[src/verilog/uart_regs_cfg.svh]
/*
 * UART register block configuration
 * Widths, 16550 register addresses, write masks and reset values
 */
`ifndef UART_REGS_CFG_SVH
`define UART_REGS_CFG_SVH

// Bus and register widths
`define UART_ADR_W            3
`define UART_DATA_W           8
`define UART_DIV_W            16

// Host register map, one word per address
`define UART_RBR_ADR          3'd0
`define UART_IER_ADR          3'd1
`define UART_IIR_ADR          3'd2
`define UART_LCR_ADR          3'd3
`define UART_MCR_ADR          3'd4
`define UART_LSR_ADR          3'd5
`define UART_MSR_ADR          3'd6
`define UART_SCR_ADR          3'd7

// IER and MCR only implement bits 3:0
`define UART_LOW_NIBBLE_MASK  8'h0F

// THRE and TEMT set out of reset
`define UART_LSR_RST          8'h60

// Control bit positions
`define UART_LCR_DLAB_BIT     7
`define UART_MCR_LOOP_BIT     4

`endif
[src/verilog/uart_regs_pkg.sv]
/*
 * UART register block types
 * Vector types for addresses, register bytes, divisor and modem control
 */
`include "uart_regs_cfg.svh"

package uart_regs_pkg;

  //////////////////////////////
  // Host bus
  //////////////////////////////

  // Register select on the host bus
  typedef logic [`UART_ADR_W-1:0]  adr_t;

  // One register byte, read or write data
  typedef logic [`UART_DATA_W-1:0] data_t;

  //////////////////////////////
  // Baud generation
  //////////////////////////////

  // DLM:DLL concatenated
  typedef logic [`UART_DIV_W-1:0]  divisor_t;

  //////////////////////////////
  // Modem control
  //////////////////////////////

  // MCR bits 3:0
  // [0] DTR, [1] RTS, [2] OUT1, [3] OUT2
  typedef logic [3:0]              mcr_ctl_t;

endpackage

[src/verilog/uart_regs_top.sv]
/*
 * UART 16550 register block
 * Host registers, line and modem status encoders, baud generator
 */
module uart_regs_top (
  input  logic                  clk_i,
  input  logic                  rst_ni,
  // Host bus
  input  uart_regs_pkg::adr_t   adr_i,
  input  uart_regs_pkg::data_t  d_i,
  input  logic                  we_i,
  input  logic                  re_i,
  output uart_regs_pkg::data_t  q_o,
  // Receive and transmit FIFO status
  input  uart_regs_pkg::data_t  rx_d_i,
  input  logic                  rx_empty_i,
  input  logic                  rx_pe_i,
  input  logic                  rx_fe_i,
  input  logic                  rx_bi_i,
  input  logic                  overrun_error_i,
  input  logic                  tx_empty_i,
  input  logic                  tx_sr_empty_i,
  // Modem pins, active low
  input  logic                  cts_ni,
  input  logic                  dsr_ni,
  input  logic                  dcd_ni,
  input  logic                  ri_ni,
  output logic                  rts_no,
  output logic                  dtr_no,
  output logic                  out1_no,
  output logic                  out2_no,
  // FIFO strobes, interrupt, baud enable
  output logic                  tx_push_o,
  output logic                  rx_pop_o,
  output logic                  irq_o,
  output logic                  baudout_o
);

  import uart_regs_pkg::*;

  data_t    lsr;
  data_t    msr;
  logic     lsr_read;
  logic     msr_read;
  mcr_ctl_t mcr_ctl;
  logic     loop_en;
  divisor_t divisor;
  logic     div_load;

  //////////////////////////////
  // Host side
  //////////////////////////////

  uart_host_regs u_host_regs (
    .clk_i      (clk_i),
    .rst_ni     (rst_ni),
    .adr_i      (adr_i),
    .d_i        (d_i),
    .we_i       (we_i),
    .re_i       (re_i),
    .q_o        (q_o),
    .rx_d_i     (rx_d_i),
    .lsr_i      (lsr),
    .msr_i      (msr),
    .tx_push_o  (tx_push_o),
    .rx_pop_o   (rx_pop_o),
    .lsr_read_o (lsr_read),
    .msr_read_o (msr_read),
    .mcr_ctl_o  (mcr_ctl),
    .loop_en_o  (loop_en),
    .divisor_o  (divisor),
    .div_load_o (div_load),
    .rts_no     (rts_no),
    .dtr_no     (dtr_no),
    .out1_no    (out1_no),
    .out2_no    (out2_no),
    .irq_o      (irq_o)
  );

  //////////////////////////////
  // Status and baud
  //////////////////////////////

  uart_line_status u_line_status (
    .clk_i           (clk_i),
    .rst_ni          (rst_ni),
    .rx_empty_i      (rx_empty_i),
    .rx_pe_i         (rx_pe_i),
    .rx_fe_i         (rx_fe_i),
    .rx_bi_i         (rx_bi_i),
    .overrun_error_i (overrun_error_i),
    .tx_empty_i      (tx_empty_i),
    .tx_sr_empty_i   (tx_sr_empty_i),
    .lsr_read_i      (lsr_read),
    .lsr_o           (lsr)
  );

  uart_modem_status u_modem_status (
    .clk_i      (clk_i),
    .rst_ni     (rst_ni),
    .cts_ni     (cts_ni),
    .dsr_ni     (dsr_ni),
    .dcd_ni     (dcd_ni),
    .ri_ni      (ri_ni),
    .mcr_ctl_i  (mcr_ctl),
    .loop_en_i  (loop_en),
    .msr_read_i (msr_read),
    .msr_o      (msr)
  );

  uart_baud_gen u_baud_gen (
    .clk_i      (clk_i),
    .rst_ni     (rst_ni),
    .divisor_i  (divisor),
    .div_load_i (div_load),
    .baudout_o  (baudout_o)
  );

endmodule

[src/verilog/uart_host_regs.sv]
/*
 * UART host register file
 * Holds IER, LCR, MCR, SCR and the divisor latch, muxes read data,
 * generates FIFO and status read strobes, modem outputs and the interrupt
 */
`include "uart_regs_cfg.svh"

module uart_host_regs (
  input  logic                     clk_i,
  input  logic                     rst_ni,
  input  uart_regs_pkg::adr_t      adr_i,
  input  uart_regs_pkg::data_t     d_i,
  input  logic                     we_i,
  input  logic                     re_i,
  output uart_regs_pkg::data_t     q_o,
  input  uart_regs_pkg::data_t     rx_d_i,
  input  uart_regs_pkg::data_t     lsr_i,
  input  uart_regs_pkg::data_t     msr_i,
  output logic                     tx_push_o,
  output logic                     rx_pop_o,
  output logic                     lsr_read_o,
  output logic                     msr_read_o,
  output uart_regs_pkg::mcr_ctl_t  mcr_ctl_o,
  output logic                     loop_en_o,
  output uart_regs_pkg::divisor_t  divisor_o,
  output logic                     div_load_o,
  output logic                     rts_no,
  output logic                     dtr_no,
  output logic                     out1_no,
  output logic                     out2_no,
  output logic                     irq_o
);

  import uart_regs_pkg::*;

  data_t ier;
  data_t lcr;
  data_t mcr;
  data_t scr;
  data_t dll;
  data_t dlm;
  logic  dlab;

  assign dlab = lcr[`UART_LCR_DLAB_BIT];

  //////////////////////////////
  // Register writes
  //////////////////////////////

  // Control registers, IER and MCR masked to the low nibble
  // IER is hidden behind DLM while DLAB is set
  always_ff @(posedge clk_i or negedge rst_ni)
  begin
    if (!rst_ni)
    begin
      ier <= '0;
      lcr <= '0;
      mcr <= '0;
      scr <= '0;
    end
    else if (we_i)
    begin
      if (adr_i == `UART_IER_ADR && !dlab)
        ier <= d_i & `UART_LOW_NIBBLE_MASK;
      if (adr_i == `UART_LCR_ADR)
        lcr <= d_i;
      if (adr_i == `UART_MCR_ADR)
        mcr <= d_i & `UART_LOW_NIBBLE_MASK;
      if (adr_i == `UART_SCR_ADR)
        scr <= d_i;
    end
  end

  // Divisor latch, DLL at 0 and DLM at 1 with DLAB set
  always_ff @(posedge clk_i)
  begin
    if (we_i && dlab && adr_i == `UART_RBR_ADR)
      dll <= d_i;
    if (we_i && dlab && adr_i == `UART_IER_ADR)
      dlm <= d_i;
  end

  assign divisor_o = {dlm, dll};

  // Counter reload one cycle after either divisor byte lands
  always_ff @(posedge clk_i or negedge rst_ni)
  begin
    if (!rst_ni)
      div_load_o <= 1'b0;
    else
      div_load_o <= we_i & dlab & (adr_i == `UART_RBR_ADR || adr_i == `UART_IER_ADR);
  end

  //////////////////////////////
  // Read data and strobes
  //////////////////////////////

  // Registered read mux, IIR not implemented
  always_ff @(posedge clk_i)
  begin
    case (adr_i)
      `UART_RBR_ADR: q_o <= dlab ? dll : rx_d_i;
      `UART_IER_ADR: q_o <= dlab ? dlm : ier;
      `UART_IIR_ADR: q_o <= '0;
      `UART_LCR_ADR: q_o <= lcr;
      `UART_MCR_ADR: q_o <= mcr;
      `UART_LSR_ADR: q_o <= lsr_i;
      `UART_MSR_ADR: q_o <= msr_i;
      `UART_SCR_ADR: q_o <= scr;
    endcase
  end

  // THR push and RBR pop only in data mode
  assign tx_push_o  = we_i & ~dlab & (adr_i == `UART_RBR_ADR);
  assign rx_pop_o   = re_i & ~dlab & (adr_i == `UART_RBR_ADR);
  // Clear-on-read for the sticky status flags
  assign lsr_read_o = re_i & (adr_i == `UART_LSR_ADR);
  assign msr_read_o = re_i & (adr_i == `UART_MSR_ADR);

  //////////////////////////////
  // Modem control and interrupt
  //////////////////////////////

  assign mcr_ctl_o = mcr[3:0];
  assign loop_en_o = mcr[`UART_MCR_LOOP_BIT];

  // Active low modem outputs
  assign dtr_no  = ~mcr[0];
  assign rts_no  = ~mcr[1];
  assign out1_no = ~mcr[2];
  assign out2_no = ~mcr[3];

  // Modem, line status, THR empty and receive data sources
  always_ff @(posedge clk_i or negedge rst_ni)
  begin
    if (!rst_ni)
      irq_o <= 1'b0;
    else
      irq_o <= (ier[3] & |msr_i[3:0]) |
               (ier[2] & |lsr_i[4:1]) |
               (ier[1] &  lsr_i[5])   |
               (ier[0] &  lsr_i[0]);
  end

  // Host sees IER and MCR with a clear upper nibble
  a_low_nibble: assert property (@(posedge clk_i) disable iff (!rst_ni)
    ((adr_i == `UART_IER_ADR && !dlab) || adr_i == `UART_MCR_ADR) |=> q_o[7:4] == 4'h0);

  // THR pushes never disturb the divisor latch
  a_push_keeps_div: assert property (@(posedge clk_i) disable iff (!rst_ni)
    tx_push_o |=> $stable(divisor_o));

endmodule

[src/verilog/uart_baud_gen.sv]
/*
 * UART baud rate generator
 * One-cycle 16x enable every divisor + 1 clocks
 */
module uart_baud_gen (
  input  logic                     clk_i,
  input  logic                     rst_ni,
  input  uart_regs_pkg::divisor_t  divisor_i,
  input  logic                     div_load_i,
  output logic                     baudout_o
);

  import uart_regs_pkg::*;

  divisor_t cnt;

  // Down counter, reload on new divisor or terminal count
  always_ff @(posedge clk_i or negedge rst_ni)
  begin
    if (!rst_ni)
      cnt <= '0;
    else if (div_load_i || cnt == '0)
      cnt <= divisor_i;
    else
      cnt <= cnt - 1'b1;
  end

  // Pulse at terminal count, silent with zero divisor
  always_ff @(posedge clk_i or negedge rst_ni)
  begin
    if (!rst_ni)
      baudout_o <= 1'b0;
    else
      baudout_o <= (cnt == '0) && (divisor_i != '0);
  end

  a_single_pulse: assert property (@(posedge clk_i) disable iff (!rst_ni)
    (baudout_o && divisor_i > 1) |=> !baudout_o);

endmodule

[src/verilog/uart_modem_status.sv]
/*
 * UART modem status encoder
 * Builds MSR from the modem pins or, in loopback, from MCR,
 * with delta flags held until an MSR read
 */
module uart_modem_status (
  input  logic                     clk_i,
  input  logic                     rst_ni,
  input  logic                     cts_ni,
  input  logic                     dsr_ni,
  input  logic                     dcd_ni,
  input  logic                     ri_ni,
  input  uart_regs_pkg::mcr_ctl_t  mcr_ctl_i,
  input  logic                     loop_en_i,
  input  logic                     msr_read_i,
  output uart_regs_pkg::data_t     msr_o
);

  // Delayed pins, inactive high out of reset
  logic cts_d;
  logic dsr_d;
  logic dcd_d;
  logic ri_d;

  always_ff @(posedge clk_i or negedge rst_ni)
  begin
    if (!rst_ni)
    begin
      cts_d <= 1'b1;
      dsr_d <= 1'b1;
      dcd_d <= 1'b1;
      ri_d  <= 1'b1;
    end
    else
    begin
      cts_d <= cts_ni;
      dsr_d <= dsr_ni;
      dcd_d <= dcd_ni;
      ri_d  <= ri_ni;
    end
  end

  //////////////////////////////
  // MSR encode
  //////////////////////////////

  always_ff @(posedge clk_i or negedge rst_ni)
  begin
    if (!rst_ni)
      msr_o <= '0;
    else
    begin
      // Loopback maps OUT2, OUT1, DTR, RTS onto DCD, RI, DSR, CTS
      msr_o[7] <= loop_en_i ? mcr_ctl_i[3] : ~dcd_ni;
      msr_o[6] <= loop_en_i ? mcr_ctl_i[2] : ~ri_ni;
      msr_o[5] <= loop_en_i ? mcr_ctl_i[0] : ~dsr_ni;
      msr_o[4] <= loop_en_i ? mcr_ctl_i[1] : ~cts_ni;
      // Any change on DCD, DSR, CTS
      msr_o[3] <= (dcd_ni ^ dcd_d) | (msr_o[3] & ~msr_read_i);
      msr_o[1] <= (dsr_ni ^ dsr_d) | (msr_o[1] & ~msr_read_i);
      msr_o[0] <= (cts_ni ^ cts_d) | (msr_o[0] & ~msr_read_i);
      // Trailing edge of RI, pin going high
      msr_o[2] <= (ri_ni & ~ri_d) | (msr_o[2] & ~msr_read_i);
    end
  end

endmodule

[src/verilog/uart_line_status.sv]
/*
 * UART line status encoder
 * Builds LSR from FIFO flags, with sticky receive error bits
 */
`include "uart_regs_cfg.svh"

module uart_line_status (
  input  logic                  clk_i,
  input  logic                  rst_ni,
  input  logic                  rx_empty_i,
  input  logic                  rx_pe_i,
  input  logic                  rx_fe_i,
  input  logic                  rx_bi_i,
  input  logic                  overrun_error_i,
  input  logic                  tx_empty_i,
  input  logic                  tx_sr_empty_i,
  input  logic                  lsr_read_i,
  output uart_regs_pkg::data_t  lsr_o
);

  // Previous error levels for edge detection
  logic oe_d;
  logic pe_d;
  logic fe_d;
  logic bi_d;

  always_ff @(posedge clk_i or negedge rst_ni)
  begin
    if (!rst_ni)
    begin
      oe_d <= 1'b0;
      pe_d <= 1'b0;
      fe_d <= 1'b0;
      bi_d <= 1'b0;
    end
    else
    begin
      oe_d <= overrun_error_i;
      pe_d <= rx_pe_i;
      fe_d <= rx_fe_i;
      bi_d <= rx_bi_i;
    end
  end

  // Errors set on rising edge, held until LSR read
  // Bit 7 is the FIFO error flag, not implemented
  always_ff @(posedge clk_i or negedge rst_ni)
  begin
    if (!rst_ni)
      lsr_o <= `UART_LSR_RST;
    else
    begin
      lsr_o[0] <= ~rx_empty_i;
      lsr_o[1] <= (overrun_error_i & ~oe_d) | (lsr_o[1] & ~lsr_read_i);
      lsr_o[2] <= (rx_pe_i & ~pe_d) | (lsr_o[2] & ~lsr_read_i);
      lsr_o[3] <= (rx_fe_i & ~fe_d) | (lsr_o[3] & ~lsr_read_i);
      lsr_o[4] <= (rx_bi_i & ~bi_d) | (lsr_o[4] & ~lsr_read_i);
      lsr_o[5] <= tx_empty_i;
      lsr_o[6] <= tx_empty_i & tx_sr_empty_i;
      lsr_o[7] <= 1'b0;
    end
  end

  // Sticky errors only drop after an LSR read
  a_sticky_hold: assert property (@(posedge clk_i) disable iff (!rst_ni)
    (|($past(lsr_o[4:1]) & ~lsr_o[4:1])) |-> $past(lsr_read_i));

endmodule

[config.mk]
export PLATFORM = sky130hd
export DESIGN_NAME = uart_regs_top
export DESIGN_NICKNAME = d
export VERILOG_FILES = /design/src/verilog/uart_regs_pkg.sv /design/src/verilog/uart_regs_top.sv /design/src/verilog/uart_host_regs.sv /design/src/verilog/uart_baud_gen.sv /design/src/verilog/uart_modem_status.sv /design/src/verilog/uart_line_status.sv
export VERILOG_INCLUDE_DIRS = /design/src /design/src/verilog
export SDC_FILE = /design/constraint.sdc
export NUM_CORES = 1
export LEC_CHECK = 0
export ABC_AREA = 0
export BUFFER_PORTS_ARGS = -buffer_cell sky130_fd_sc_hd__buf_4
export CAP_MARGIN = 20
export CORE_MARGIN = 5
export CORE_UTILIZATION = 60
export CTS_BUF_LIST = sky130_fd_sc_hd__clkbuf_8
export DETAILED_ROUTE_END_ITERATION = 6
export PLACE_DENSITY = 0.87
export SYNTH_ARGS = -nofsm -noshare
export SYNTH_HDL_FRONTEND = slang
export SYNTH_SLANG_ARGS = --single-unit
[constraint.sdc]
create_clock -name clk_i -period 3.5 [get_ports clk_i]
set_input_delay 0.175 -clock clk_i [delete_from_list [all_inputs] [get_ports clk_i]]
set_output_delay 0.175 -clock clk_i [all_outputs]
set_load 0.01 [all_outputs]
==> impl_metrics.json <==
{
  "status": "finished, final reports clean",
  "power.density_nw_per_um2": 572.2,
  "fp.dieW_um": 91.92,
  "global_route.overflow_total": 0,
  "placementRows": 29,
  "dieArea_um2": 8449,
  "final.setup.tns_ns": 0,
  "place.detailed.hpwl_um": 6475,
  "cts_buffers": 9,
  "clock_tree_buffer_depth": 2,
  "hp-class": "primary input to flop",
  "rsz0062_at_grt": "no",
  "hold_path.startpoint": "tx_sr_empty_i",
  "critical_path_class": "flop to flop",
  "crit_path_start": "u_host_regs.lcr[7]$_DFFE_PN0P_",
  "yosysWarningCount": 0,
  "io_buffers": 49,
  "synth-seq-area-share_pct": 57.12,
  "clock_sink_count": 90,
  "clk_transition_reported_paths_ns": 0.10,
  "post_route_fraction_of_the_period_consumed_by_the_critical_path_pct": 61.52,
  "worst_slew_margin_rel_pct": 41.88,
  "dp.cells": 433,
  "synthesis.instances": 320,
  "timing.final.crit_period_ns": 2.153,
  "n_fill_cell": 419,
  "synth.avg_cell_area_um2": 12.58,
  "nets": 415,
  "grt.total_usage_pct": 23.33,
  "detailroute.via_count": 2766,
  "drive_gt1_share_pct": 30.91,
  "synthDistinctLibCells": 52,
  "yosys_most_used_dff": "sky130_fd_sc_hd__dfrtp_1",
  "gp_congestion": 0.9131,
  "layoutNonFillerInstCount": 462,
  "coreArea_um2": 6422,
  "synth-async-reset-ratio_pct": 73.33,
  "tritoncts": "done",
  "skew_ns": 0.01161,
  "detail_routed_via_count_per_cell": 5.987,
  "cts-htree-levels": 3,
  "synth-seq-cells": 90,
  "antenna_cells": 0,
  "multi_input_area_um2": 1608,
  "number_of_detailed_route_iterations_in_the_first_pass": 7,
  "synthesized_netlist_net_count": 355,
  "grt_start_max_net_pins": 67,
  "number_of_maximum_capacitance_constraint_violations": 0,
  "detailedRoute.firstIterationViolations": 265,
  "post_cts.repair.setup_buffers": 0,
  "cp.required_ns": 3.50,
  "hold_violations": 0,
  "worst-slew-pin-transition_ns": 0.8718,
  "route.detailed.wl_per_inst_um": 19.90,
  "boundaryPins": 50,
  "insertion_delay_ns": 0.36,
  "drc": 0,
  "number_of_synthesized_flops_with_an_enable_pin": 16,
  "grt_first_pass_wirelength_um": 15210,
  "postCtsHoldBufs": 11,
  "clock.fmax_mhz": 464.5,
  "totalWireLength_um": 9194,
  "grt_pass1_vias": 2977,
  "crit_path_start_kind": "flop",
  "slew_viol_final": 0,
  "sequential_cell_area_um2": 2300,
  "timing.final.setup_violations": 0,
  "max-vdd-ir-drop_v": 0.0003721,
  "critical_path.endpoint_type": "flop",
  "arrival_time_reported_for_the_critical_path_endpoint_ns": 2.15,
  "areaGrowthSynthToFinish_pct": 17.50,
  "dieHeight_um": 91.92,
  "ant_nets_after_route": 0,
  "post_cts_resized": 0,
  "clock_root_buffer": "sky130_fd_sc_hd__clkbuf_8",
  "synthesis.area_um2": 4026,
  "timing.critical_path.fanout_max": 21,
  "leak_pwr_nw": 2.103,
  "antenna_found_initial": 0,
  "r2r-start": "u_host_regs.lcr[7]$_DFFE_PN0P_",
  "floorplan.initialDensity_pct": 62.69
}
-- kinds of logic (layout without fill, tap and decap cells) --
family                     Yosys count  after routing  synth area share [%]
buffers and inverters               29             94                 2.952
muxes                               59             59                 16.59
DFF                                 90             90                 57.12
AOI/OAI and AO/OA                   44             44                 7.956
and+or+nand+nor                     81             81                 11.59
adders and majority gates            1              1                0.3107
xor gates and xnor gates            16             16                 3.481
-- flip-flops by register name, summed over array words and instances (netlist names), 4 cells and up --
| signal | flops |
|---|---|
| u_baud_gen.cnt | 16 |
| u_host_regs.dll | 8 |
| u_host_regs.dlm | 8 |
| u_host_regs.lcr | 8 |
| u_host_regs.q_o | 8 |
| u_host_regs.scr | 8 |
| u_modem_status.msr_o | 8 |
| u_line_status.lsr_o | 7 |
| u_host_regs.ier | 4 |
| u_host_regs.mcr | 4 |
-- power breakdown --
part           internal (W)  total (W)  switching [W]  leakage, nW
sequential          0.00125    0.00144       0.000186        0.967
clock              0.000263   0.000638       0.000375       0.0948
combinational      0.000358   0.000630       0.000273         1.04
total               0.00187    0.00271       0.000834         2.10
-- routing by layer --
metal | GRT usage, % | share of wire [%] | wire length [um] | vias up
li1 | - | - | - | 1277
met1 | 29.38 | 42 | 3845 | 1380
met2 | 39.36 | 52 | 4755 | 87
met3 | 5.646 | 4.4 | 408 | 22
met4 | 8.540 | 2.0 | 185 | 0
met5 | 0 | 0 | 0 | -
-- cells in the mapped netlist (all sizes together) (3+ instances only) --
master / n / area (um^2)
a21oi: 11 / 55.05
a221oi: 3 / 26.28
a222oi: 5 / 50.05
and2: 3 / 18.77
and3b: 3 / 26.28
buf: 5 / 28.78
clkbuf: 8 / 30.03
dfrtp: 60 / 1501
dfstp: 6 / 157.7
dfxtp: 8 / 160.2
edfxtp: 16 / 480.5
inv: 16 / 60.06
mux2: 38 / 457.9
mux2i: 21 / 210.2
nand2: 29 / 108.9
nand3: 3 / 15.01
nand4: 3 / 18.77
nor2: 9 / 48.80
nor2b: 4 / 25.02
nor3: 6 / 46.30
nor4: 8 / 50.05
o21ai: 10 / 50.05
o2bb2ai: 4 / 35.03
or3: 3 / 20.02
xnor2: 8 / 70.07
xor2: 8 / 70.07
-- placed cells by master (no fill, tap or decap), types with 9 or more instances in the layout --
| cell type | n |
|---|---|
| sky130_fd_sc_hd__mux2i_1 | 21 |
| sky130_fd_sc_hd__dlygate4sd3_1 | 12 |
| sky130_fd_sc_hd__edfxtp_1 | 16 |
| sky130_fd_sc_hd__buf_4 | 49 |
| sky130_fd_sc_hd__nand2_1 | 29 |
| sky130_fd_sc_hd__o21ai_0 | 10 |
| sky130_fd_sc_hd__clkbuf_8 | 9 |
| sky130_fd_sc_hd__a21oi_1 | 11 |
| sky130_fd_sc_hd__inv_1 | 16 |
| sky130_fd_sc_hd__mux2_2 | 30 |
| sky130_fd_sc_hd__dfrtp_1 | 60 |
-- per-stage QoR --
step | worst slack (ns) | util (%) | power, W | instance area [um^2] | hold slack, ns
floorplan | 1.695 | - | 0.001853 | 4026 | -0.1206
finish | 1.347 | 73.66 | 0.002707 | 4731 | 0.01744
detailed placement | 1.375 | 69.00 | 0.002073 | 4432 | 0.2937
global placement | 1.482 | 69.00 | 0.002030 | 4432 | 0.2905
global route | 1.172 | 73.66 | 0.002855 | 4731 | 0.001900
CTS | 1.366 | 73.43 | 0.002709 | 4716 | 0.01072
-- worst paths after layout --
kind / to / slack (ns) / cells past startpoint
worst max register to register: u_host_regs.dll[6]$_DFFE_PP_ / 1.35 / 2
worst max-delay path: u_host_regs.dll[6]$_DFFE_PP_ / 1.35 / 2
min in group asynchronous: u_baud_gen.cnt[9]$_DFF_PN0_ / 0.46 / 2
worst min register to register: u_line_status.lsr_o[2]$_DFF_PN0_ / 0.42 / 1
worst min-delay path: u_line_status.lsr_o[6]$_DFF_PN1_ / 0.02 / 2
max in group asynchronous: u_host_regs.lcr[6]$_DFFE_PN0P_ / 2.52 / 2
-- cell type report --
type | count | area share, %
well taps | 77 | 2.036
clock inverters | 7 | 1.058
inverters | 16 | 1.270
flip-flops and latches | 90 | 48.61
clock buffers | 9 | 2.618
repair buffers | 62 | 10.42
multi-input cells | 201 | 33.99
-- worst max-delay path, cell delays in order (launching register included) --
cell and delay (ns):
sky130_fd_sc_hd__dfrtp_1 0.92, sky130_fd_sc_hd__and3_1 0.30, sky130_fd_sc_hd__nor2b_1 0.56
No activity file was read; power rests on OpenSTA's default activity.
